--- src/include/core_consts.svh ---
`ifndef CORE_CONSTS_SVH
`define CORE_CONSTS_SVH

//////////////////////////////////////////////////
// datapath widths
//////////////////////////////////////////////////

`define CORE_DATA_W      8          // one data byte
`define CORE_ADDR_W      16         // code and xdata space

//////////////////////////////////////////////////
// register bank
//////////////////////////////////////////////////

`define CORE_NUM_REGS    8          // R0 to R7 in a single bank
`define CORE_REG_IDX_W   3          // index into the bank

//////////////////////////////////////////////////
// reset values
//////////////////////////////////////////////////

`define CORE_ACC_RESET   8'h00
`define CORE_DPTR_RESET  16'h0000

`endif

--- src/rtl/core_pkg.sv ---
`include "core_consts.svh"

package core_pkg;

    typedef logic [`CORE_DATA_W-1:0] byte_t;
    typedef logic [`CORE_ADDR_W-1:0] addr_t;

    // standard 8051 encodings with the register forms at their base value
    typedef enum logic [7:0] {
        op_nop         = 8'h00,
        op_inc_a       = 8'h04,
        op_add_imm     = 8'h24,
        op_orl_imm     = 8'h44,
        op_anl_imm     = 8'h54,
        op_jz          = 8'h60,
        op_xrl_imm     = 8'h64,
        op_jnz         = 8'h70,
        op_mov_imm     = 8'h74,
        op_sjmp        = 8'h80,
        op_mov_dptr    = 8'h90,
        op_inc_dptr    = 8'hA3,
        op_clr_a       = 8'hE4,
        op_mov_a_rn    = 8'hE8,
        op_movx_dptr_a = 8'hF0,
        op_movx_ri_a   = 8'hF2,
        op_cpl_a       = 8'hF4,
        op_mov_rn_a    = 8'hF8
    } opcode_e;

    typedef enum logic [4:0] {
        cls_nop, cls_mov_imm, cls_add_imm, cls_anl_imm, cls_orl_imm, cls_xrl_imm,
        cls_inc_acc, cls_clr_acc, cls_cpl_acc, cls_mov_dptr, cls_inc_dptr,
        cls_movx_dptr, cls_movx_ri, cls_mov_reg_acc, cls_mov_acc_reg,
        cls_sjmp, cls_jz, cls_jnz
    } op_class_e;

    typedef enum logic [1:0] {
        fs_opcode,
        fs_operand1,
        fs_operand2,
        fs_issue
    } fetch_state_e;

    typedef enum logic {
        xm_dptr,
        xm_ri
    } xram_mode_e;

    typedef struct packed {
        byte_t opcode;
        byte_t operand1;
        byte_t operand2;
        addr_t next_pc;                 // address right after the last byte
    } instr_t;

    typedef struct packed {
        logic  taken;
        addr_t target;
    } redirect_t;

    typedef struct packed {
        logic       req;
        xram_mode_e mode;
        addr_t      dptr;
        byte_t      ri;
        byte_t      acc;
    } store_t;

    function automatic op_class_e decode_class(input byte_t op);
        op_class_e cls;
        case (op)
            op_nop:         cls = cls_nop;
            op_mov_imm:     cls = cls_mov_imm;
            op_add_imm:     cls = cls_add_imm;
            op_anl_imm:     cls = cls_anl_imm;
            op_orl_imm:     cls = cls_orl_imm;
            op_xrl_imm:     cls = cls_xrl_imm;
            op_inc_a:       cls = cls_inc_acc;
            op_clr_a:       cls = cls_clr_acc;
            op_cpl_a:       cls = cls_cpl_acc;
            op_mov_dptr:    cls = cls_mov_dptr;
            op_inc_dptr:    cls = cls_inc_dptr;
            op_movx_dptr_a: cls = cls_movx_dptr;
            op_sjmp:        cls = cls_sjmp;
            op_jz:          cls = cls_jz;
            op_jnz:         cls = cls_jnz;
            default:        cls = cls_nop;
        endcase
        // register forms carry the register number in the low bits
        if ((op & 8'hF8) == op_mov_rn_a)  cls = cls_mov_reg_acc;
        if ((op & 8'hF8) == op_mov_a_rn)  cls = cls_mov_acc_reg;
        if ((op & 8'hFE) == op_movx_ri_a) cls = cls_movx_ri;
        return cls;
    endfunction

    function automatic logic [1:0] instr_length(input byte_t op);
        logic [1:0] len;
        case (decode_class(op))
            cls_mov_dptr: len = 2'd3;
            cls_mov_imm, cls_add_imm, cls_anl_imm, cls_orl_imm, cls_xrl_imm,
            cls_sjmp, cls_jz, cls_jnz: len = 2'd2;
            default:      len = 2'd1;
        endcase
        return len;
    endfunction

endpackage

--- src/rtl/core.sv ---
`timescale 1ns/1ps

module core (
    input  logic            clk,
    input  logic            rst,
    output core_pkg::addr_t rom_addr,
    input  core_pkg::byte_t rom_data,
    output logic            ram_wr_en,
    output core_pkg::addr_t ram_wr_addr,
    output core_pkg::byte_t ram_wr_data
);
    import core_pkg::*;

    instr_t    instr;
    logic      issue;
    redirect_t redirect;
    store_t    store;

    fetch_unit u_fetch (
        .clk      (clk),
        .rst      (rst),
        .rom_addr (rom_addr),
        .rom_data (rom_data),
        .redirect (redirect),
        .instr    (instr),
        .issue    (issue)
    );

    execute_unit u_execute (
        .clk      (clk),
        .rst      (rst),
        .instr    (instr),
        .issue    (issue),
        .redirect (redirect),
        .store    (store)
    );

    xram_write_port u_xram_wr (
        .clk         (clk),
        .rst         (rst),
        .store       (store),
        .ram_wr_en   (ram_wr_en),
        .ram_wr_addr (ram_wr_addr),
        .ram_wr_data (ram_wr_data)
    );

endmodule

--- src/rtl/execute_unit.sv ---
`timescale 1ns/1ps
`include "core_consts.svh"

module execute_unit (
    input  logic                clk,
    input  logic                rst,
    input  core_pkg::instr_t    instr,
    input  logic                issue,
    output core_pkg::redirect_t redirect,
    output core_pkg::store_t    store
);
    import core_pkg::*;

    op_class_e                       cls;
    byte_t                           acc;
    addr_t                           dptr;
    byte_t [`CORE_NUM_REGS-1:0]      regs;
    logic  [`CORE_REG_IDX_W-1:0]     rn;
    logic  [`CORE_REG_IDX_W-1:0]     ri_idx;
    addr_t                           rel_target;
    logic                            take_branch;

    assign cls    = decode_class(instr.opcode);
    assign rn     = instr.opcode[`CORE_REG_IDX_W-1:0];
    assign ri_idx = {{(`CORE_REG_IDX_W-1){1'b0}}, instr.opcode[0]};   // only R0 and R1 point

    // relative offset is signed and counts from the following instruction
    assign rel_target = instr.next_pc + addr_t'(signed'(instr.operand1));

    //////////////////////////////////////////////////
    // branch resolution and store request
    //////////////////////////////////////////////////

    always_comb begin
        case (cls)
            cls_sjmp: take_branch = 1'b1;
            cls_jz:   take_branch = (acc == '0);
            cls_jnz:  take_branch = (acc != '0);
            default:  take_branch = 1'b0;
        endcase
    end

    always_comb begin
        redirect.taken  = issue && take_branch;
        redirect.target = rel_target;
    end

    always_comb begin
        store.req  = issue && ((cls == cls_movx_dptr) || (cls == cls_movx_ri));
        store.mode = (cls == cls_movx_ri) ? xm_ri : xm_dptr;
        store.dptr = dptr;
        store.ri   = regs[ri_idx];
        store.acc  = acc;
    end

    //////////////////////////////////////////////////
    // architectural state
    //////////////////////////////////////////////////

    always_ff @(posedge clk or negedge rst) begin
        if (!rst) begin
            acc  <= `CORE_ACC_RESET;
            dptr <= `CORE_DPTR_RESET;
            regs <= '0;
        end else if (issue) begin
            case (cls)
                cls_mov_imm:     acc <= instr.operand1;
                cls_add_imm:     acc <= acc + instr.operand1;        // no carry kept
                cls_anl_imm:     acc <= acc & instr.operand1;
                cls_orl_imm:     acc <= acc | instr.operand1;
                cls_xrl_imm:     acc <= acc ^ instr.operand1;
                cls_inc_acc:     acc <= acc + 1'b1;
                cls_clr_acc:     acc <= '0;
                cls_cpl_acc:     acc <= ~acc;
                cls_mov_dptr:    dptr <= {instr.operand1, instr.operand2};  // high byte first
                cls_inc_dptr:    dptr <= dptr + 1'b1;
                cls_mov_reg_acc: regs[rn] <= acc;
                cls_mov_acc_reg: acc <= regs[rn];
                default: begin
                end
            endcase
        end
    end

    // a taken branch must hand fetch a usable target
    assert property (@(posedge clk) disable iff (!rst)
        redirect.taken |-> !$isunknown(redirect.target));

endmodule

--- src/rtl/fetch_unit.sv ---
`timescale 1ns/1ps

module fetch_unit (
    input  logic                clk,
    input  logic                rst,
    output core_pkg::addr_t     rom_addr,
    input  core_pkg::byte_t     rom_data,
    input  core_pkg::redirect_t redirect,
    output core_pkg::instr_t    instr,
    output logic                issue
);
    import core_pkg::*;

    fetch_state_e state;
    addr_t        pc;
    logic         flush;                // rom_data holds no requested byte this cycle
    byte_t        op_q;
    byte_t        opr1_q;
    byte_t        cur_op;
    logic [1:0]   cur_len;
    logic         last_byte;
    instr_t       instr_d;

    assign rom_addr = pc;
    assign issue    = (state == fs_issue);

    assign cur_op  = (state == fs_opcode) ? rom_data : op_q;
    assign cur_len = instr_length(cur_op);

    always_comb begin
        case (state)
            fs_opcode:   last_byte = !flush && (cur_len == 2'd1);
            fs_operand1: last_byte = (cur_len == 2'd2);
            fs_operand2: last_byte = 1'b1;
            default:     last_byte = 1'b0;
        endcase
    end

    //////////////////////////////////////////////////
    // instruction assembly
    //////////////////////////////////////////////////

    always_comb begin
        instr_d.opcode  = cur_op;
        instr_d.next_pc = pc;           // pc runs one ahead of the byte on rom_data
        case (state)
            fs_operand1: begin
                instr_d.operand1 = rom_data;
                instr_d.operand2 = '0;
            end
            fs_operand2: begin
                instr_d.operand1 = opr1_q;
                instr_d.operand2 = rom_data;
            end
            default: begin
                instr_d.operand1 = '0;
                instr_d.operand2 = '0;
            end
        endcase
    end

    always_ff @(posedge clk) begin
        if (state == fs_opcode) op_q <= rom_data;
        if (state == fs_operand1) opr1_q <= rom_data;
        if (last_byte) instr <= instr_d;
    end

    //////////////////////////////////////////////////
    // fetch FSM and program counter
    //////////////////////////////////////////////////

    always_ff @(posedge clk or negedge rst) begin
        if (!rst) begin
            state <= fs_opcode;
            pc    <= '0;
            flush <= 1'b1;
        end else begin
            flush <= 1'b0;
            case (state)
                fs_opcode: begin
                    if (!last_byte) pc <= pc + 1'b1;     // hold pc on the next opcode address
                    if (!flush) state <= last_byte ? fs_issue : fs_operand1;
                end
                fs_operand1: begin
                    if (!last_byte) pc <= pc + 1'b1;
                    state <= last_byte ? fs_issue : fs_operand2;
                end
                fs_operand2: state <= fs_issue;
                default: begin
                    state <= fs_opcode;
                    if (redirect.taken) begin
                        pc    <= redirect.target;
                        flush <= 1'b1;                   // byte for the old pc is still coming
                    end else begin
                        pc <= pc + 1'b1;
                    end
                end
            endcase
        end
    end

    // an issued instruction is built only from known ROM bytes
    assert property (@(posedge clk) disable iff (!rst) issue |-> !$isunknown(instr));

endmodule

--- src/rtl/xram_write_port.sv ---
`timescale 1ns/1ps

module xram_write_port (
    input  logic             clk,
    input  logic             rst,
    input  core_pkg::store_t store,
    output logic             ram_wr_en,
    output core_pkg::addr_t  ram_wr_addr,
    output core_pkg::byte_t  ram_wr_data
);
    import core_pkg::*;

    addr_t wr_addr;

    // @Ri reaches only the low 256 bytes of xdata
    assign wr_addr = (store.mode == xm_ri) ? addr_t'(store.ri) : store.dptr;

    always_ff @(posedge clk or negedge rst) begin
        if (!rst) begin
            ram_wr_en <= 1'b0;
        end else begin
            ram_wr_en <= store.req;
        end
    end

    always_ff @(posedge clk) begin
        if (store.req) begin
            ram_wr_addr <= wr_addr;
            ram_wr_data <= store.acc;
        end
    end

    assert property (@(posedge clk) disable iff (!rst) ram_wr_en |-> !$isunknown(ram_wr_addr));

endmodule

--- config.mk ---
export PLATFORM = sky130hd
export DESIGN_NAME = core
export DESIGN_NICKNAME = d
export VERILOG_FILES = /design/src/rtl/core_pkg.sv /design/src/rtl/core.sv /design/src/rtl/execute_unit.sv /design/src/rtl/fetch_unit.sv /design/src/rtl/xram_write_port.sv
export VERILOG_INCLUDE_DIRS = /design/src /design/src/include
export SDC_FILE = /design/constraint.sdc
export NUM_CORES = 1
export LEC_CHECK = 0
export BUFFER_PORTS_ARGS = -buffer_cell sky130_fd_sc_hd__buf_2
export CORE_AREA = 8 8 166 168
export CTS_BUF_LIST = sky130_fd_sc_hd__clkbuf_8
export DETAILED_ROUTE_END_ITERATION = 10
export DIE_AREA = 0 0 174 176
export PLACE_DENSITY_LB_ADDON = 0.3
export RECOVER_POWER = 25
export SLEW_MARGIN = 25
export SYNTH_ARGS = -nofsm -noshare
export SYNTH_HDL_FRONTEND = slang
export SYNTH_HIERARCHICAL = 1
export SYNTH_SLANG_ARGS = --single-unit
--- constraint.sdc ---
create_clock -name clk -period 5.5 [get_ports clk]
set_clock_uncertainty 0.2 [all_clocks]
set_input_delay 0.275 -clock clk [delete_from_list [all_inputs] [get_ports clk]]
set_output_delay 0.275 -clock clk [all_outputs]
set_load 0.005 [all_outputs]
Word-level counts from Yosys, hierarchy flattened:

Memories as Yosys holds them, arrays and structs flattened.
Cells that the tools add are included.

* bits of input ports: 10
* output and inout port bits: 41
* register bits after elaboration: 188
* ROM bits: 64
* memories: 1

Memory list
* (name not given): words 32, width 2, read ports 1, clocked after memory_dff 0, write ports 0, RTL line core_pkg.sv:98 `case (decode_class(op))`

* eq/ne operators: 58
* $add $sub $neg: 5
* order comparisons: 3
* multiplexer cells: 32
* reductions and logical operators: 17
* bitwise gates (word level): 5

Operators with widths (number)
* 5-bit case mux with 14 select lines: 2
* 8-bit by 7-bit == test with 1-bit output, second input constant: 12
* 8-bit == test, second input constant: 12
* 16-bit case mux with 2 select lines: 3
* 8-bit case mux with 9 select lines: 1
* 64-bit bitwise mux: 1
* 8-bit 2-to-1 mux: 6
* 5-bit by 4-bit == test with 1-bit output, second input constant: 8
* 16-bit by 1-bit adder with 16-bit output, second input constant: 2
* 16-bit 2-to-1 mux: 2
* 5-bit == test, second input constant: 6
* 5-bit 2-to-1 mux: 6
* 8-bit binary-select mux with 3-bit select: 1
* 8-bit demux with 3-bit select: 1
* 5-bit by 3-bit == test with 1-bit output, second input constant: 4
* 16-bit adder: 1
* 8-bit by 3-bit == test with 1-bit output, second input constant: 2
* 8-bit by 6-bit == test with 1-bit output, second input constant: 2
* 7-bit == test, second input constant: 2
* 5-bit by 2-bit == test with 1-bit output, second input constant: 2
* 9-bit nonzero test: 1
* 8-bit by 1-bit adder with 8-bit output, second input constant: 1
* 8-bit adder: 1
* 8-bit AND: 1
* 25 further kinds: 40

Logic depth before layout (Yosys ltp):

Gate-level depths: netlist (run 1).
An unclocked memory read counts as a cell.

* word-level depth: 14
* gate-level depth with buffers: 16
* gate-level depth less buffers: 14

Modules after synthesis:

Netlist (run 1), hierarchy kept.

By module, submodules not included
* execute_unit: cells each 672, instances 1, area an instance 6377.4 um^2
* fetch_unit: cells each 299, instances 1, area an instance 3689.8 um^2
* xram_write_port: cells each 43, instances 1, area an instance 939.7 um^2

Least setup slack after synthesis (run 1):

No wires, ideal clock.

* path type: register to register
* from: register u_fetch.state[1]
* to: register u_fetch/instr[0] (netlist name)
* library setup time: 437 ps
* clock period less this slack: 4650 ps
* setup slack: 850 ps
* cell stages (with the launch flop): 14
* buffers on the path: 2
* arrival: 4013 ps
* cells stage by stage: dfrtp_1 -> inv_1 -> ha_1 -> buf_6 -> buf_6 -> mux2i_4 -> inv_2 -> nand2_1 -> o32ai_2 -> or3_1 -> o211ai_2 -> o2111a_1 -> a211oi_1 -> nor2_1

* word-level cells in the longest chain between the ends: 11
* elaborated cells between the ends (all ways): 30
* those cells by class: eq/ne: 21; mux: 6; reduce/logical: 2; memory: 1

RTL lines
* start: declaration: RTL line fetch_unit.sv:14 `fetch_state_e state;`
* start signal: assignment: RTL line fetch_unit.sv:74 `state <= fs_opcode;`
* start signal: assignment: RTL line fetch_unit.sv:82 `if (!flush) state <= last_byte ? fs_issue : fs_operand1;`
* start signal: assignment: RTL line fetch_unit.sv:86 `state <= last_byte ? fs_issue : fs_operand2;`
* 2-bit zero test *: RTL line fetch_unit.sv:27 `assign cur_op = (state == fs_opcode) ? rom_data : op_q;`
* 8-bit 2-to-1 mux *: RTL line fetch_unit.sv:27
* via u_fetch.cur_op[3]: RTL line fetch_unit.sv:19 `byte_t cur_op;`
* 8-bit by 7-bit == test with 1-bit output (tied with other cells): RTL line core_pkg.sv:71 `case (op)`
* 5-bit case mux with 14 select lines: RTL line core_pkg.sv:71
* 5-bit 2-to-1 mux: RTL line core_pkg.sv:90 `if ((op & 8'hF8) == op_mov_rn_a) cls = cls_mov_reg_acc;`
* 5-bit 2-to-1 mux: RTL line core_pkg.sv:91 `if ((op & 8'hF8) == op_mov_a_rn) cls = cls_mov_acc_reg;`
* 5-bit 2-to-1 mux *: RTL line core_pkg.sv:92 `if ((op & 8'hFE) == op_movx_ri_a) cls = cls_movx_ri;`
* memory read 32 x 2 bit *
* 2-bit by 1-bit == test with 1-bit output: RTL line fetch_unit.sv:32 `fs_opcode: last_byte = !flush && (cur_len == 2'd1);`
* 1-bit logical AND: RTL line fetch_unit.sv:32
* 1-bit case mux with 3 select lines *: RTL line fetch_unit.sv:31 `case (state)`

Mark *: on every way through the listed nets, which the timed path passes. The rest lies on a longest branch.
A chain may end at the register's enable or synchronous reset.

Final worst setup path (run 1):

* from: register u_fetch.state[1]
* to: register u_fetch.pc[1] (netlist: u_fetch/rom_addr[1])

* word-level cells in the longest chain between the ends: 13
* elaborated cells between the ends (all ways): 38
* those cells by class: eq/ne: 23; mux: 8; bitwise: 1; reduce/logical: 5; memory: 1

RTL lines
* 2-bit zero test: RTL line fetch_unit.sv:27, fetch_unit.sv:31, fetch_unit.sv:79
* 8-bit 2-to-1 mux: RTL line fetch_unit.sv:27
* 8-bit by 7-bit == test with 1-bit output (tied with other cells): RTL line core_pkg.sv:71
* 5-bit case mux with 14 select lines: RTL line core_pkg.sv:71
* 5-bit 2-to-1 mux: RTL line core_pkg.sv:90
* 5-bit 2-to-1 mux: RTL line core_pkg.sv:91
* 5-bit 2-to-1 mux: RTL line core_pkg.sv:92
* memory read 32 x 2 bit
* 2-bit by 1-bit == test with 1-bit output: RTL line fetch_unit.sv:32
* 1-bit logical AND: RTL line fetch_unit.sv:32
* 1-bit case mux with 3 select lines: RTL line fetch_unit.sv:31
* 2-bit inequality test (no line)
* 2-bit AND reduction (no line)
* end signal: assignment: RTL line fetch_unit.sv:81 `if (!last_byte) pc <= pc + 1'b1;`
* end signal: assignment: RTL line fetch_unit.sv:85 `if (!last_byte) pc <= pc + 1'b1;`
* end signal: assignment: RTL line fetch_unit.sv:92 `pc <= redirect.target;`
* end: declaration: RTL line fetch_unit.sv:15 `addr_t pc;`

Several ways; a longest one is shown, not always the timed one.

==> results.txt, run 1 <==
- Initial DRC Count: 670
- Counting every net in the synthesized netlist gives 1,071.
- Number of unique standard cell types used by synthesis: 100
* Class of the tightest hold or removal check: reg -> reg
- Leakage: approximately 5.0 nW
- Slew at the pin closest to its max-slew limit: 3.810 ns
- Standard cell with the maximum stage delay on the critical path: sky130_fd_sc_hd__a2111o_1
* CTS tree: yes
- Cell accounting for the most synthesized area: sky130_fd_sc_hd__dfrtp_1
- PortBufs: 50
* Worst path bufs/invs: 2
- Total number of yosys warnings: 6
* Number of vias per cell after detailed routing: approximately 6
- Summing every instance area after synthesis gives between 0.01 and 0.015 mm2.
- The worst path in the final design needs a cycle of 4.469 ns, including I/O delays and setup.
- Setup total negative slack on the finished layout was measured at 0 ns.
* Max transition margin: -1.540
- Number of flops mapped to enable cells by yosys: 72
- From synthesis to final layout, the design area changed by 8.628%.
- In this run the deepest clock path goes through 2 buffers.
* Synth area leaders: sky130_fd_sc_hd__dfrtp_1, sky130_fd_sc_hd__edfxtp_1, sky130_fd_sc_hd__mux2_2, sky130_fd_sc_hd__ha_1, sky130_fd_sc_hd__a21oi_1
* Starting Density: 0.4435
- Sort of element at the start of the critical path: register
* Area used by multi-input combinational logic: roughly 0.0055 mm2
- Dividing total power by cell area gives a power density of about 530 mW/mm2.
- Area taken by flip-flops and latches: 0.005026 mm2
* Placement-stage cell area: between 0.01 and 0.015 mm2
- Setup repair after global routing left no endpoint under its margin.
* DP Wirelength: 18,770 um
- In the final routed layout, each cell accounts on average for just under 20 um.
- Vias in the first global route: a little under 8,000
- Period Utilization, post-route: 0.8125
* Number of instances in the synthesized netlist: 1,014
- The floorplan step defined a core boundary enclosing between 0.02 and 0.025 mm2.
- Number of maximum-capacitance violations: 1
- After the last flow step, the layout net total stands at 1,099.
- Broken down by cell family, the worst path's largest delay share belongs to compound AO/OA/AOI/OAI gates.
- Library cell with the highest instance count after synthesis: sky130_fd_sc_hd__dfrtp_1
* Maximum number of pins on one net before global-route repair: between 60 and 70
- In this run the number of H-tree levels came out at 4.
- The share of synthesized area in the top cell type comes to 0.2433.
- F_max: 223.8 MHz
* Number of buffers created by CTS: 17
- Synthesis inferred between 150 and 200 register bits.
* Register clock-pin slew on the reported worst setup and hold paths: ~0.10 ns
- Global-route wire length before repair: between 40,000 and 50,000 um
* Avg Synthesized Cell Area: about 11 um2
- Of the cells placed in the final design, the portion with a size suffix greater than 1 is 0.2152.
- Clock latency on the worst-skew pair, taken at its later pin, is 0.49 ns.
- The initial antenna violation count was 0.
* DRC viols: 0
* Finish-stage setup viols: 0
- Antenna cell count: 0
* Ys async rst share: 0.5745
- Once detail routing completed, the nets flagged for antenna violations numbered 0.
- WL final: approximately 27,000 um
* Rows: 58
- Fraction of the yosys area taken by sequential cells: 0.4566
- Data on the critical path is required at its endpoint by roughly 5.7 ns.
- Run status: finished, violations left
* Setup crit end kind: register
* CP peak stage delay: 0.69 ns
- Width of the die: 174 um
- The tree is rooted in a sky130_fd_sc_hd__clkbuf_8.
- Fin. max-slew vios: 69
* Top-level I/O count: ~50
- Among all flip-flop cells after synthesis, the most frequent one is sky130_fd_sc_hd__dfrtp_1.
* Fill count: 2,316
* Critical-path maximum fanout: 28
* GRT Util Overall: 0.1775
- Violated checks: max-capacitance violations, max-slew violations
- The first detailed-routing pass took 6 iterations.
* Critical path arrival: 4.63 ns
* # clock sinks: between 150 and 200
- Number of endpoints with negative hold slack in the final report: 0
- At the end of routability-driven placement, the weighted congestion stood at between 0.9 and 1.
- Buffers inserted during post-CTS setup optimization: 0
- Across the VDD grid, the largest voltage drop is 483.7 uV.
- Summed area of non-filler cells in the final layout: around 0.012 mm2
* Worst Setup Path Type: reg -> reg
- Total number of vias: a little over 8,000
- Walking the worst path, the cells encountered are inv_1 -> ha_1 -> buf_4 -> mux2i_4 -> nand3_1 -> o32ai_1 -> or3_1 -> o211ai_2 -> o2111a_1 -> a2111o_1 -> nand2_2 -> mux2_1.
- Die area: between 0.03 and 0.04 mm2
- The total overflow left after global routing is 0.
- List of most frequent post-synthesis cells: sky130_fd_sc_hd__dfrtp_1, sky130_fd_sc_hd__edfxtp_1, sky130_fd_sc_hd__mux2_2
- In this run the vertical extent of the chip is approximately 180 um.
-- layer usage --
layer  wire length [um]  part of all wire  GRT usage
met4                501             0.018    0.05273
met2              12770              0.47     0.2855
met1              12460              0.46     0.2434
met3               1423             0.052    0.02927
met5                  0                 0          0
-- worst paths after layout --
check / startpoint / endpoint / slack, ns / cells past startpoint
setup / recovery: u_fetch/state[1] / u_fetch/rom_addr[1] / 1.03 / 12
hold / removal: u_execute/regs[29] / u_execute/regs[29] / 0.30 / 2
setup reg to reg: u_fetch/state[1] / u_fetch/rom_addr[1] / 1.03 / 12
hold reg to reg: u_execute/regs[29] / u_execute/regs[29] / 0.30 / 2
max in group asynchronous: rst / u_execute/regs[3] / 1.51 / 2
min in group asynchronous: rst / u_execute/regs[54] / 1.45 / 2
-- flip-flops by register name, summed over array words and instances, names as in the netlist --
signal	count
u_fetch/state	2
u_xram_wr/ram_wr_en	1
u_xram_wr/ram_wr_addr	16
u_execute/dptr	16
u_fetch/instr	40
u_fetch/rom_addr	16
u_execute/acc	8
u_execute/regs	64
u_fetch/flush	1
u_xram_wr/ram_wr_data	8
u_fetch/op_q	8
u_fetch/opr1_q	8
-- placed cells by master (no fill, tap or decap), types with 10 or more instances in the layout --
master,instances
sky130_fd_sc_hd__mux2_1,10
sky130_fd_sc_hd__a21oi_1,67
sky130_fd_sc_hd__nor2_1,50
sky130_fd_sc_hd__and2_1,10
sky130_fd_sc_hd__nand2_1,55
sky130_fd_sc_hd__a22oi_1,14
sky130_fd_sc_hd__o21ai_0,62
sky130_fd_sc_hd__buf_4,10
sky130_fd_sc_hd__nand3_1,30
sky130_fd_sc_hd__nor3_1,14
sky130_fd_sc_hd__xnor2_1,15
sky130_fd_sc_hd__o22ai_1,20
sky130_fd_sc_hd__clkbuf_8,17
sky130_fd_sc_hd__a31oi_1,14
sky130_fd_sc_hd__inv_1,35
sky130_fd_sc_hd__dfrtp_1,107
sky130_fd_sc_hd__mux2i_1,12
sky130_fd_sc_hd__buf_2,38
sky130_fd_sc_hd__o211ai_1,10
sky130_fd_sc_hd__mux2_4,10
sky130_fd_sc_hd__edfxtp_1,72
sky130_fd_sc_hd__mux2_2,68
sky130_fd_sc_hd__nor2b_1,13
sky130_fd_sc_hd__ha_1,45
sky130_fd_sc_hd__and3_1,24
sky130_fd_sc_hd__clkbuf_1,12
-- worst reg2reg max path: stages, from the launching register on --
cell and delay [ns]:
sky130_fd_sc_hd__dfrtp_1 0.44, sky130_fd_sc_hd__inv_1 0.12, sky130_fd_sc_hd__ha_1 0.15, sky130_fd_sc_hd__buf_4 0.35, sky130_fd_sc_hd__mux2i_4 0.47, sky130_fd_sc_hd__nand3_1 0.18, sky130_fd_sc_hd__o32ai_1 0.45, sky130_fd_sc_hd__or3_1 0.19
sky130_fd_sc_hd__o211ai_2 0.10, sky130_fd_sc_hd__o2111a_1 0.18, sky130_fd_sc_hd__a2111o_1 0.69, sky130_fd_sc_hd__nand2_2 0.48, sky130_fd_sc_hd__mux2_1 0.36
-- layout make-up --
class,count,area share
Inverter,39,0.01224
Clock inverter,15,0.01674
Multi-Input combinational cell,727,0.4631
Tap cell,330,0.03453
Clock buffer,17,0.01957
Sequential cell,188,0.4204
Timing Repair Buffer,69,0.03349
-- report_power, final --
| part | switching (W) | internal (W) | total [W] |
|---|---|---|---|
| clock network | 0.000565 | 0.000467 | 0.00103 |
| registers | 0.000516 | 0.00189 | 0.00240 |
| logic | 0.00177 | 0.00117 | 0.00294 |
-- metrics by stage --
step	util	power (W)	hold slack (ns)	cells	setup slack [ns]
6_report	0.4818	0.006375	0.3009	1385	1.031
5_1_grt	0.4818	0.006814	0.3223	1385	0.7559
4_1_cts	0.4825	0.006383	0.2673	1385	1.085
3_3_place_gp	0.4613	0.005280	0.2600	1344	1.235
3_5_place_dp	0.4613	0.005323	0.2582	1344	1.111
2_1_floorplan	-	0.004540	-0.2206	1014	0.8495
-- repair_timing --
action                                 in CTS  in global routing
setup endpoints to repair                   0                  0
gates resized for setup                     0                  0
hold buffers                                9                  0
endpoints found under the hold margin      85                  0
-- cell families after synthesis --
kind of cell / synth area share
flip-flops: 0.4566
adder cells (fa/ha/maj): 0.05479
XOR/XNOR: 0.01671
buffers and inverters: 0.04206
AND/OR/NAND/NOR: 0.1381
AO/OA/AOI/OAI: 0.1807
multiplexers: 0.1109
No activity file was read; power rests on OpenSTA's default activity.
==> run 2, diff against run 1 <==
ABC_AREA = 1   (was not set)
CORE_AREA = 8 8 169 171   (was 8 8 166 168)
DIE_AREA = 0 0 177 179   (was 0 0 174 176)
clock period = 3.6 ns   (was 5.5 ns; I/O delays follow)
==> run 2 against run 1 <==
Effect of this change:
- the run still ends with max-capacitance violations, max-slew violations left
- global-route usage rose by 0.46 points
- sequential power up 46%
- design area grew 3.4%
- worst hold slack got worse by 0.042 ns
- highest routed layer unchanged
- total power rose by 55%
- critical endpoint is now u_fetch/instr[3]
- wire length increased by 4.8%
==> results.txt, run 2 <==
* Register clock-pin slew on the reported worst setup and hold paths: 0.10 ns (about the same)
* Number of cells in the finished layout apart from fillers: 1,860 (+34%)
* Remaining global-route overflow: 0 (unchanged)
* Critical-path maximum fanout: 40 (+43%)
- Area of the placeable core: 0.02576 mm2 (+3.8%)
- The average vias per placed instance was 5.164 (-12%).
* Run status: finished, violations left
- STA classifies the critical path endpoint as a register.
- Leaving out fill and tap cells, the most frequent cell in the layout is sky130_fd_sc_hd__nand2_1.
- Number of endpoints with negative hold slack in the final report: 0 (unchanged)
* Final worst setup slack: 0.2822 ns (-0.7489 ns)
* Ys async rst share: 0.5745 (unchanged)
* Die area: 0.03168 mm2 (+3.5%)
* Flop2flop setup slack: 0.28 ns (-0.75 ns)
- Number of unique standard cell types used by synthesis: 49 (-51%)
- Most frequent cells in the layout: sky130_fd_sc_hd__nand2_1, sky130_fd_sc_hd__inv_1, sky130_fd_sc_hd__nor2_1, sky130_fd_sc_hd__nand3_1, sky130_fd_sc_hd__dfrtp_1
- The number of setup violations in the final report is 0 (unchanged).
- In this run the most critical hold path is launched from rom_data[3].
* Total number of yosys warnings: 6 (unchanged)
* H-tree levels: 4 (unchanged)
- The sum of net half-perimeters after detailed placement came to 20,580 um (+9.6%).
* Worst Setup Path Type: reg -> reg
- The data arrival at the endpoint of the critical path came to 3.28 ns (-1.35 ns).
* Fin. max-slew vios: 71 (+2.9%)
* Fraction of layout cells with a size suffix above 1: 0.1213 (-0.09385)
* Number of buffers created by CTS: 17 (unchanged)
- Initial antenna violation count: 0 (unchanged)
- The share of synthesized area occupied by flip-flops and latches is 0.4415 (-0.01516).
- TritonCTS built the clock tree.
- Number of maximum-capacitance violations: 1 (unchanged)
- Layout Utilization: 0.4799 (-0.001832)
* Setup TNS: 0 ns (unchanged)
* Layout-stage area growth over the synthesis result: 8.606% (about the same)
- The cell count after synthesis is 1,460 (+44%).
- In the synthesized netlist the dominant register cell turns out to be sky130_fd_sc_hd__dfrtp_1.
- The number of setup buffers added after CTS is 0 (unchanged).
- DRC viols: 0 (unchanged)
* List of most frequent post-synthesis cells: sky130_fd_sc_hd__nand2_1, sky130_fd_sc_hd__inv_1, sky130_fd_sc_hd__nor2_1
- The post-synthesis average cell area was 7.798 um2 (-28%).
* Total number of vias: 9,605 (+18%)
* CP required: 3.56 ns (-2.10 ns)
- DRT antenna net count: 0 (unchanged)
* GRT Util Overall: 0.1821 (+0.004604)
* Final Net Count: 1,569 (+43%)
* Summed instance area of the synthesized netlist: 0.01138 mm2 (+3.4%)
* Power density cells: 800.0 mW/mm2 (+50%)
- The final wirelength was 28,460 um (+4.8%).
- Leakage: 6.002 nW (+21%)
- Clock insertion delay at the later pin of the skew report: 0.48 ns (about the same)
- Reg-to-reg startpoint: u_fetch/state[1]
- Crit path launch: u_fetch/state[1]
- The transition time at the pin with the least slew margin is 1.804 ns (-2.005 ns).
- DR pass1 iterations: 5 (-1)
* Library cell with the highest instance count after synthesis: sky130_fd_sc_hd__nand2_1
- Period Utilization, post-route: 0.9216 (+0.1091)
* Max transition margin: -0.2028 (+1.337)
* Rows: 59 (+1.7%)
* Clock buffer depth: 2 (unchanged)
- The total I/O pin count was 51 (unchanged).
- Setup slack at placement: 0.1624 ns (-0.9489 ns)
* RSZ-0062 raised after global routing: no
* Violated checks: max-capacitance violations, max-slew violations
- PortBufs: 50 (unchanged)
* Vias in the first global route: 9,031 (+16%)
* Synth area leaders: sky130_fd_sc_hd__dfrtp_1, sky130_fd_sc_hd__edfxtp_1, sky130_fd_sc_hd__nand2_1, sky130_fd_sc_hd__ha_1, sky130_fd_sc_hd__nand3_1
- Largest registers: u_execute/regs (64), u_fetch/instr (40)
* Clock tree root buffer cell: sky130_fd_sc_hd__clkbuf_8
- The number of nets produced by synthesis was 1,517 (+42%).
- The largest net degree at the start of global routing is 71 (+2.9%).
- The top achievable clock speed was 301.4 MHz (+35%).
- In this run the worst hold path is classified as in -> reg.
- Final critical delay including setup and external delays: 3.318 ns (-1.151 ns)
- Flip-flop count of the largest register, all copies and words added: 64 (unchanged)
* Initial DRC Count: 832 (+24%)
- Yosys reg bits: 188 (unchanged)
- Largest register by flop count: u_execute/regs
- The width of the chip was 177 um (+1.7%).
- Number of cells in the design after placement: 1,818 (+35%)
- The clock sink total is 188 (unchanged).
- The number of flops mapped to enable cells by yosys is 72 (unchanged).
- The largest voltage drop on the vdd net was 733.2 uV (+52%).
- Area share of the largest cell type after synthesis: 0.2352 (-0.008074)
- Antenna cell count: 0 (unchanged)
- Cell accounting for the most synthesized area: sky130_fd_sc_hd__dfrtp_1
- The vertical extent of the die was 179 um (+1.7%).
* GP Congestion: 0.9448 (+1.4%)
* Global-route wire length before repair: 46,100 um (+5.6%)
- Starting Density: 0.4419 (-0.001594)
- Sort of element at the start of the critical path: register
* Wire per inst: 15.30 um (-22%)
run 2: changes by cell type in the layout (fill, tap and decap cells not counted), sizes merged, moves of 59 or more:
| cell | change |
|---|---|
| inv | +117 |
| mux2 | -88 |
| nand2 | +455 |
| nand3 | +82 |
| nor2 | +79 |
| o21ai | +59 |
run 2: metal layers:
| layer | routed length, um | up-vias | GRT usage |
|---|---|---|---|
| li1 | - | 4811 | - |
| met2 | 13660 | 241 | 0.3025 |
| met3 | 1173 | 27 | 0.02822 |
| met5 | 0 | - | 0 |
| met4 | 448 | 0 | 0.05184 |
| met1 | 13180 | 4526 | 0.2426 |
run 2: critical path: stages (launching register included):
cell and delay, ns:
sky130_fd_sc_hd__dfrtp_2 0.45, sky130_fd_sc_hd__inv_1 0.12, sky130_fd_sc_hd__ha_2 0.28, sky130_fd_sc_hd__buf_4 0.22, sky130_fd_sc_hd__nand2_1 0.08, sky130_fd_sc_hd__nand2_2 0.18, sky130_fd_sc_hd__nor2_1 0.09, sky130_fd_sc_hd__nand2_1 0.07
sky130_fd_sc_hd__nand2_1 0.05, sky130_fd_sc_hd__o21bai_1 0.19, sky130_fd_sc_hd__nand3_2 0.12, sky130_fd_sc_hd__nor2_2 0.11, sky130_fd_sc_hd__nand2_1 0.06, sky130_fd_sc_hd__nand2_1 0.05, sky130_fd_sc_hd__nand2_1 0.06, sky130_fd_sc_hd__nand2_1 0.06
sky130_fd_sc_hd__nand3_1 0.14, sky130_fd_sc_hd__a31oi_4 0.22, sky130_fd_sc_hd__buf_12 0.24
run 2: path summary, 6_finish.rpt:
check / to / depth (start not counted)
worst max-delay path: u_fetch/instr[3] / 18
worst min-delay path: u_fetch/opr1_q[3] / 2
worst max register to register: u_fetch/instr[3] / 18
worst min register to register: u_execute/regs[29] / 2
max in group asynchronous: u_execute/dptr[7] / 3
min in group asynchronous: u_execute/acc[6] / 2
run 2: timing repair:
action                     4_1_cts  5_1_grt
setup endpoints to repair        0       56
hold buffers                     9        0
resized for setup                0        3
hold endpoints to repair       104        0
run 2: power by group:
| part | total [W] | switching (W) | internal, W |
|---|---|---|---|
| logic | 0.00507 | 0.00345 | 0.00162 |
| clock network | 0.00133 | 0.000836 | 0.000494 |
| registers | 0.00350 | 0.000558 | 0.00294 |
| total | 0.00989 | 0.00484 | 0.00505 |
run 2: logic make-up (layout without fill, tap and decap cells):
kind of cell	count (synthesis)	in the layout	share of synthesized area
DFF	188	188	0.4415
AOI/OAI and AO/OA	185	185	0.09012
buffers and inverters	204	268	0.07891
xor gates and xnor gates	30	30	0.02308
muxes	7	7	0.006155
and+or+nand+nor	799	800	0.3073
adders and majority gates	47	47	0.05297
run 2: stage by stage:
step / area [um2] / hold slack (ns) / power (W)
after CTS: 12380 / 0.1907 / 0.009848
after global placement: 11930 / 0.1762 / 0.008407
after detailed placement: 11930 / 0.1780 / 0.008477
after global routing: 12360 / 0.2445 / 0.01069
after floorplan: 11400 / -0.3156 / 0.007188
final: 12360 / 0.2588 / 0.009892
run 2: cell type report:
type | count | area [um2]
fill | 2516 | 13400
multi-input combinational | 1069 | 5502
sequential | 188 | 5027
inverter | 161 | 609.3
timing repair buffer | 75 | 452.9
tap | 335 | 419.2
clock buffer | 17 | 234.0
clock inverter | 15 | 120.1
==> run 3, diff against run 2 <==
PLACE_DENSITY_LB_ADDON = not set   (was 0.3)
==> run 3 against run 2 <==
Effect of this change:
- the run now ends clean
- critical path type unchanged
- total power rose by 2.6%
- sequential share of layout area fell by 0.25 points
- first-iteration DRC count rose by 9.7%
==> results.txt, run 3 (same netlist as run 2, synthesis figures left out) <==
* DRT antenna net count: 0 (unchanged)
- The post-layout utilization of the core was 0.4828 (+0.002866).
- The transition time at the pin with the least slew margin came to 1.315 ns (-0.4889 ns).
- The layout net count is 1,569 (unchanged).
- GRT Util Overall: 0.1881 (+0.005978)
* Total number of vias: 9,557 (-0.50%)
* Largest register by flop count: u_execute/regs
* Critical path arrival: 3.25 ns (-0.03 ns)
- # clock sinks: 188 (unchanged)
- The overall power came to 0.01015 W (+2.6%).
* DRC viols: 0 (unchanged)
- The tightest slew margin relative to the limit came to 0.1232 (+0.3259).
- Initial antenna violation count: 0 (unchanged)
- The remaining global-route overflow came to 0 (unchanged).
- The number of global-route vias before repair came to 9,198 (+1.8%).
- The total I/O pin count is 51 (unchanged).
* H-tree levels: 4 (unchanged)
- The DRC marker count from the first detailed-route iteration was 913 (+9.7%).
* Maximum number of pins on one net before global-route repair: 49 (-31%)
* Number of endpoints with negative hold slack in the final report: 0 (unchanged)
- The multi-input logic area was 0.005500 mm2 (about the same).
* Number of maximum-capacitance violations: 0 (-1)
- Area of the placeable core: 0.02576 mm2 (unchanged)
- Setup TNS: 0 ns (unchanged)
* GP Congestion: 0.8998 (-4.8%)
- In this run the worst hold path is classified as in -> reg.
* WL final: 29,110 um (+2.3%)
- Clock insertion delay at the later pin of the skew report: 0.48 ns (about the same)
- The worst setup path is of the reg -> reg kind.
- The met1 global-route usage was 0.2467 (+0.004112).
- The maximum fanout along the worst path is 20 (-50%).
- Met3 capacity usage during global routing: 0.02485 (-0.003370)
* Sort of element at the start of the critical path: register
- Flip-flop count of the largest register, all copies and words added: 64 (unchanged)
* Most frequent cells in the layout: sky130_fd_sc_hd__nand2_1, sky130_fd_sc_hd__inv_1, sky130_fd_sc_hd__nor2_1, sky130_fd_sc_hd__nand3_1, sky130_fd_sc_hd__dfrtp_1
- The number of rows created at floorplan is 59 (unchanged).
* CTS tree: yes
- Layout-stage area growth over the synthesis result: 9.254%
* Final critical delay including setup and external delays: 3.267 ns (-0.05120 ns)
- Fraction of layout cells with a size suffix above 1: 0.1115 (-0.009836)
- The count of buffers inserted at the top-level ports is 50 (unchanged).
- Setup slack at placement: 0.1179 ns (-0.04451 ns)
- Largest voltage drop on the vdd net: 552.9 uV (-25%)
* Register clock-pin slew on the reported worst setup and hold paths: 0.10 ns (about the same)
- The leakage power of the design is 5.976 nW (-0.42%).
- The part of the cycle the worst path needs is 0.9074 (-0.01422).
- The count of antenna diodes in the layout came to 0 (unchanged).
- RSZ-0062 raised after global routing: no
- Global-route wire length before repair: 47,490 um (+3.0%)
- Number of vias per cell after detailed routing: 5.138 (-0.50%)
* Number of buffers created by CTS: 17 (unchanged)
- The library cell used most frequently in the layout, excluding fill and tap cells, is sky130_fd_sc_hd__nand2_1.
- Finish-stage setup viols: 0 (unchanged)
- Starting Density: 0.4419 (unchanged)
* DR pass1 iterations: 5 (unchanged)
* Worst slack on hold paths: 0.2599 ns (+0.001099 ns)
* Global Route met2 Usage: 0.3149 (+0.01240)
- Wire per inst: 15.65 um (+2.3%)
- The vertical extent of the die was 179 um (unchanged).
- CTS placed an instance of sky130_fd_sc_hd__clkbuf_8 at the clock tree root.
* Area taken by flip-flops and latches: 0.005026 mm2 (about the same)
* Largest registers: u_execute/regs (64), u_fetch/instr (40)
- The width of the chip came to 177 um (unchanged).
- The data required time of the critical path was 3.58 ns (+0.02 ns).
- Power density cells: 815.9 mW/mm2 (+2.0%)
- The total die area came to 0.03168 mm2 (unchanged).
- Setup crit end kind: register
- Fin. max-slew vios: 0 (-100%)
- DP Wirelength: 21,090 um (+2.5%)
- Run status: completed
- The count of filler cells inserted in the layout was 2,565 (+1.9%).
* Buffers inserted during post-CTS setup optimization: 0 (unchanged)
* Final worst setup slack: 0.3334 ns (+0.05120 ns)
* GR peak layer: met2
* Clock buffer depth: 2 (unchanged)
- F_max: 306.1 MHz (+1.6%)
run 3: critical path, cell delays in order, from the launching register on:
cell                        delay [ns]
sky130_fd_sc_hd__dfrtp_1          0.45
sky130_fd_sc_hd__inv_1            0.17
sky130_fd_sc_hd__ha_4             0.22
sky130_fd_sc_hd__buf_4            0.19
sky130_fd_sc_hd__nand2_1          0.06
sky130_fd_sc_hd__nand2_1          0.16
sky130_fd_sc_hd__nand2_2          0.11
sky130_fd_sc_hd__nor2_1           0.16
sky130_fd_sc_hd__nand2_1          0.09
sky130_fd_sc_hd__nand2_1          0.08
sky130_fd_sc_hd__a21oi_1          0.04
sky130_fd_sc_hd__nand3_1          0.08
sky130_fd_sc_hd__nand3_1          0.10
sky130_fd_sc_hd__inv_1            0.07
sky130_fd_sc_hd__nand2_1          0.04
sky130_fd_sc_hd__nand2_1          0.06
sky130_fd_sc_hd__nand3_1          0.15
sky130_fd_sc_hd__a31oi_4          0.27
sky130_fd_sc_hd__clkbuf_16        0.25
run 3: per-layer routing:
| metal | up-vias | routed length (um) |
|---|---|---|
| met5 | - | 0 |
| met4 | 0 | 611 |
| met3 | 39 | 899 |
| met2 | 214 | 13890 |
| met1 | 4483 | 13710 |
| li1 | 4821 | - |
run 3: what timing repair did:
item,4_1_cts,5_1_grt
endpoints found under the setup margin,0,56
endpoints found under the hold margin,81,0
hold buffers,9,0
gates resized for setup,0,3
run 3: worst paths after layout:
path                               startpoint                 end  slack, ns  cells past startpoint
max                          u_fetch/state[1]   u_fetch/instr[22]       0.33                     18
max reg2reg                  u_fetch/state[1]   u_fetch/instr[22]       0.33                     18
max in group asynchronous                 rst       u_fetch/flush       1.75                      3
min reg2reg                u_execute/regs[14]  u_execute/regs[14]       0.29                      2
min                               rom_data[1]   u_fetch/opr1_q[1]       0.26                      2
min in group asynchronous                 rst  u_execute/regs[60]       0.32                      2
run 3: stage by stage:
stage          instances  instance area (um2)
2_1_floorplan       1460                11400
3_3_place_gp        1818                11920
3_5_place_dp        1818                11920
4_1_cts             1859                12430
5_1_grt             1860                12440
6_report            1860                12440
run 3: layout make-up:
class                           instances  share of cell area
Clock inverter                         13             0.01288
Multi-Input combinational cell       1068              0.4422
Tap cell                              335             0.03370
Inverter                              161             0.04899
Sequential cell                       188              0.4041
Clock buffer                           19             0.02102
Timing Repair Buffer                   76             0.03712
run 3: power by group:
group	switching [W]	leakage, nW	internal [W]
clock network	0.000820	0.213	0.000673
registers	0.000584	2.26	0.00293
logic	0.00346	3.50	0.00168
total	0.00486	5.98	0.00529
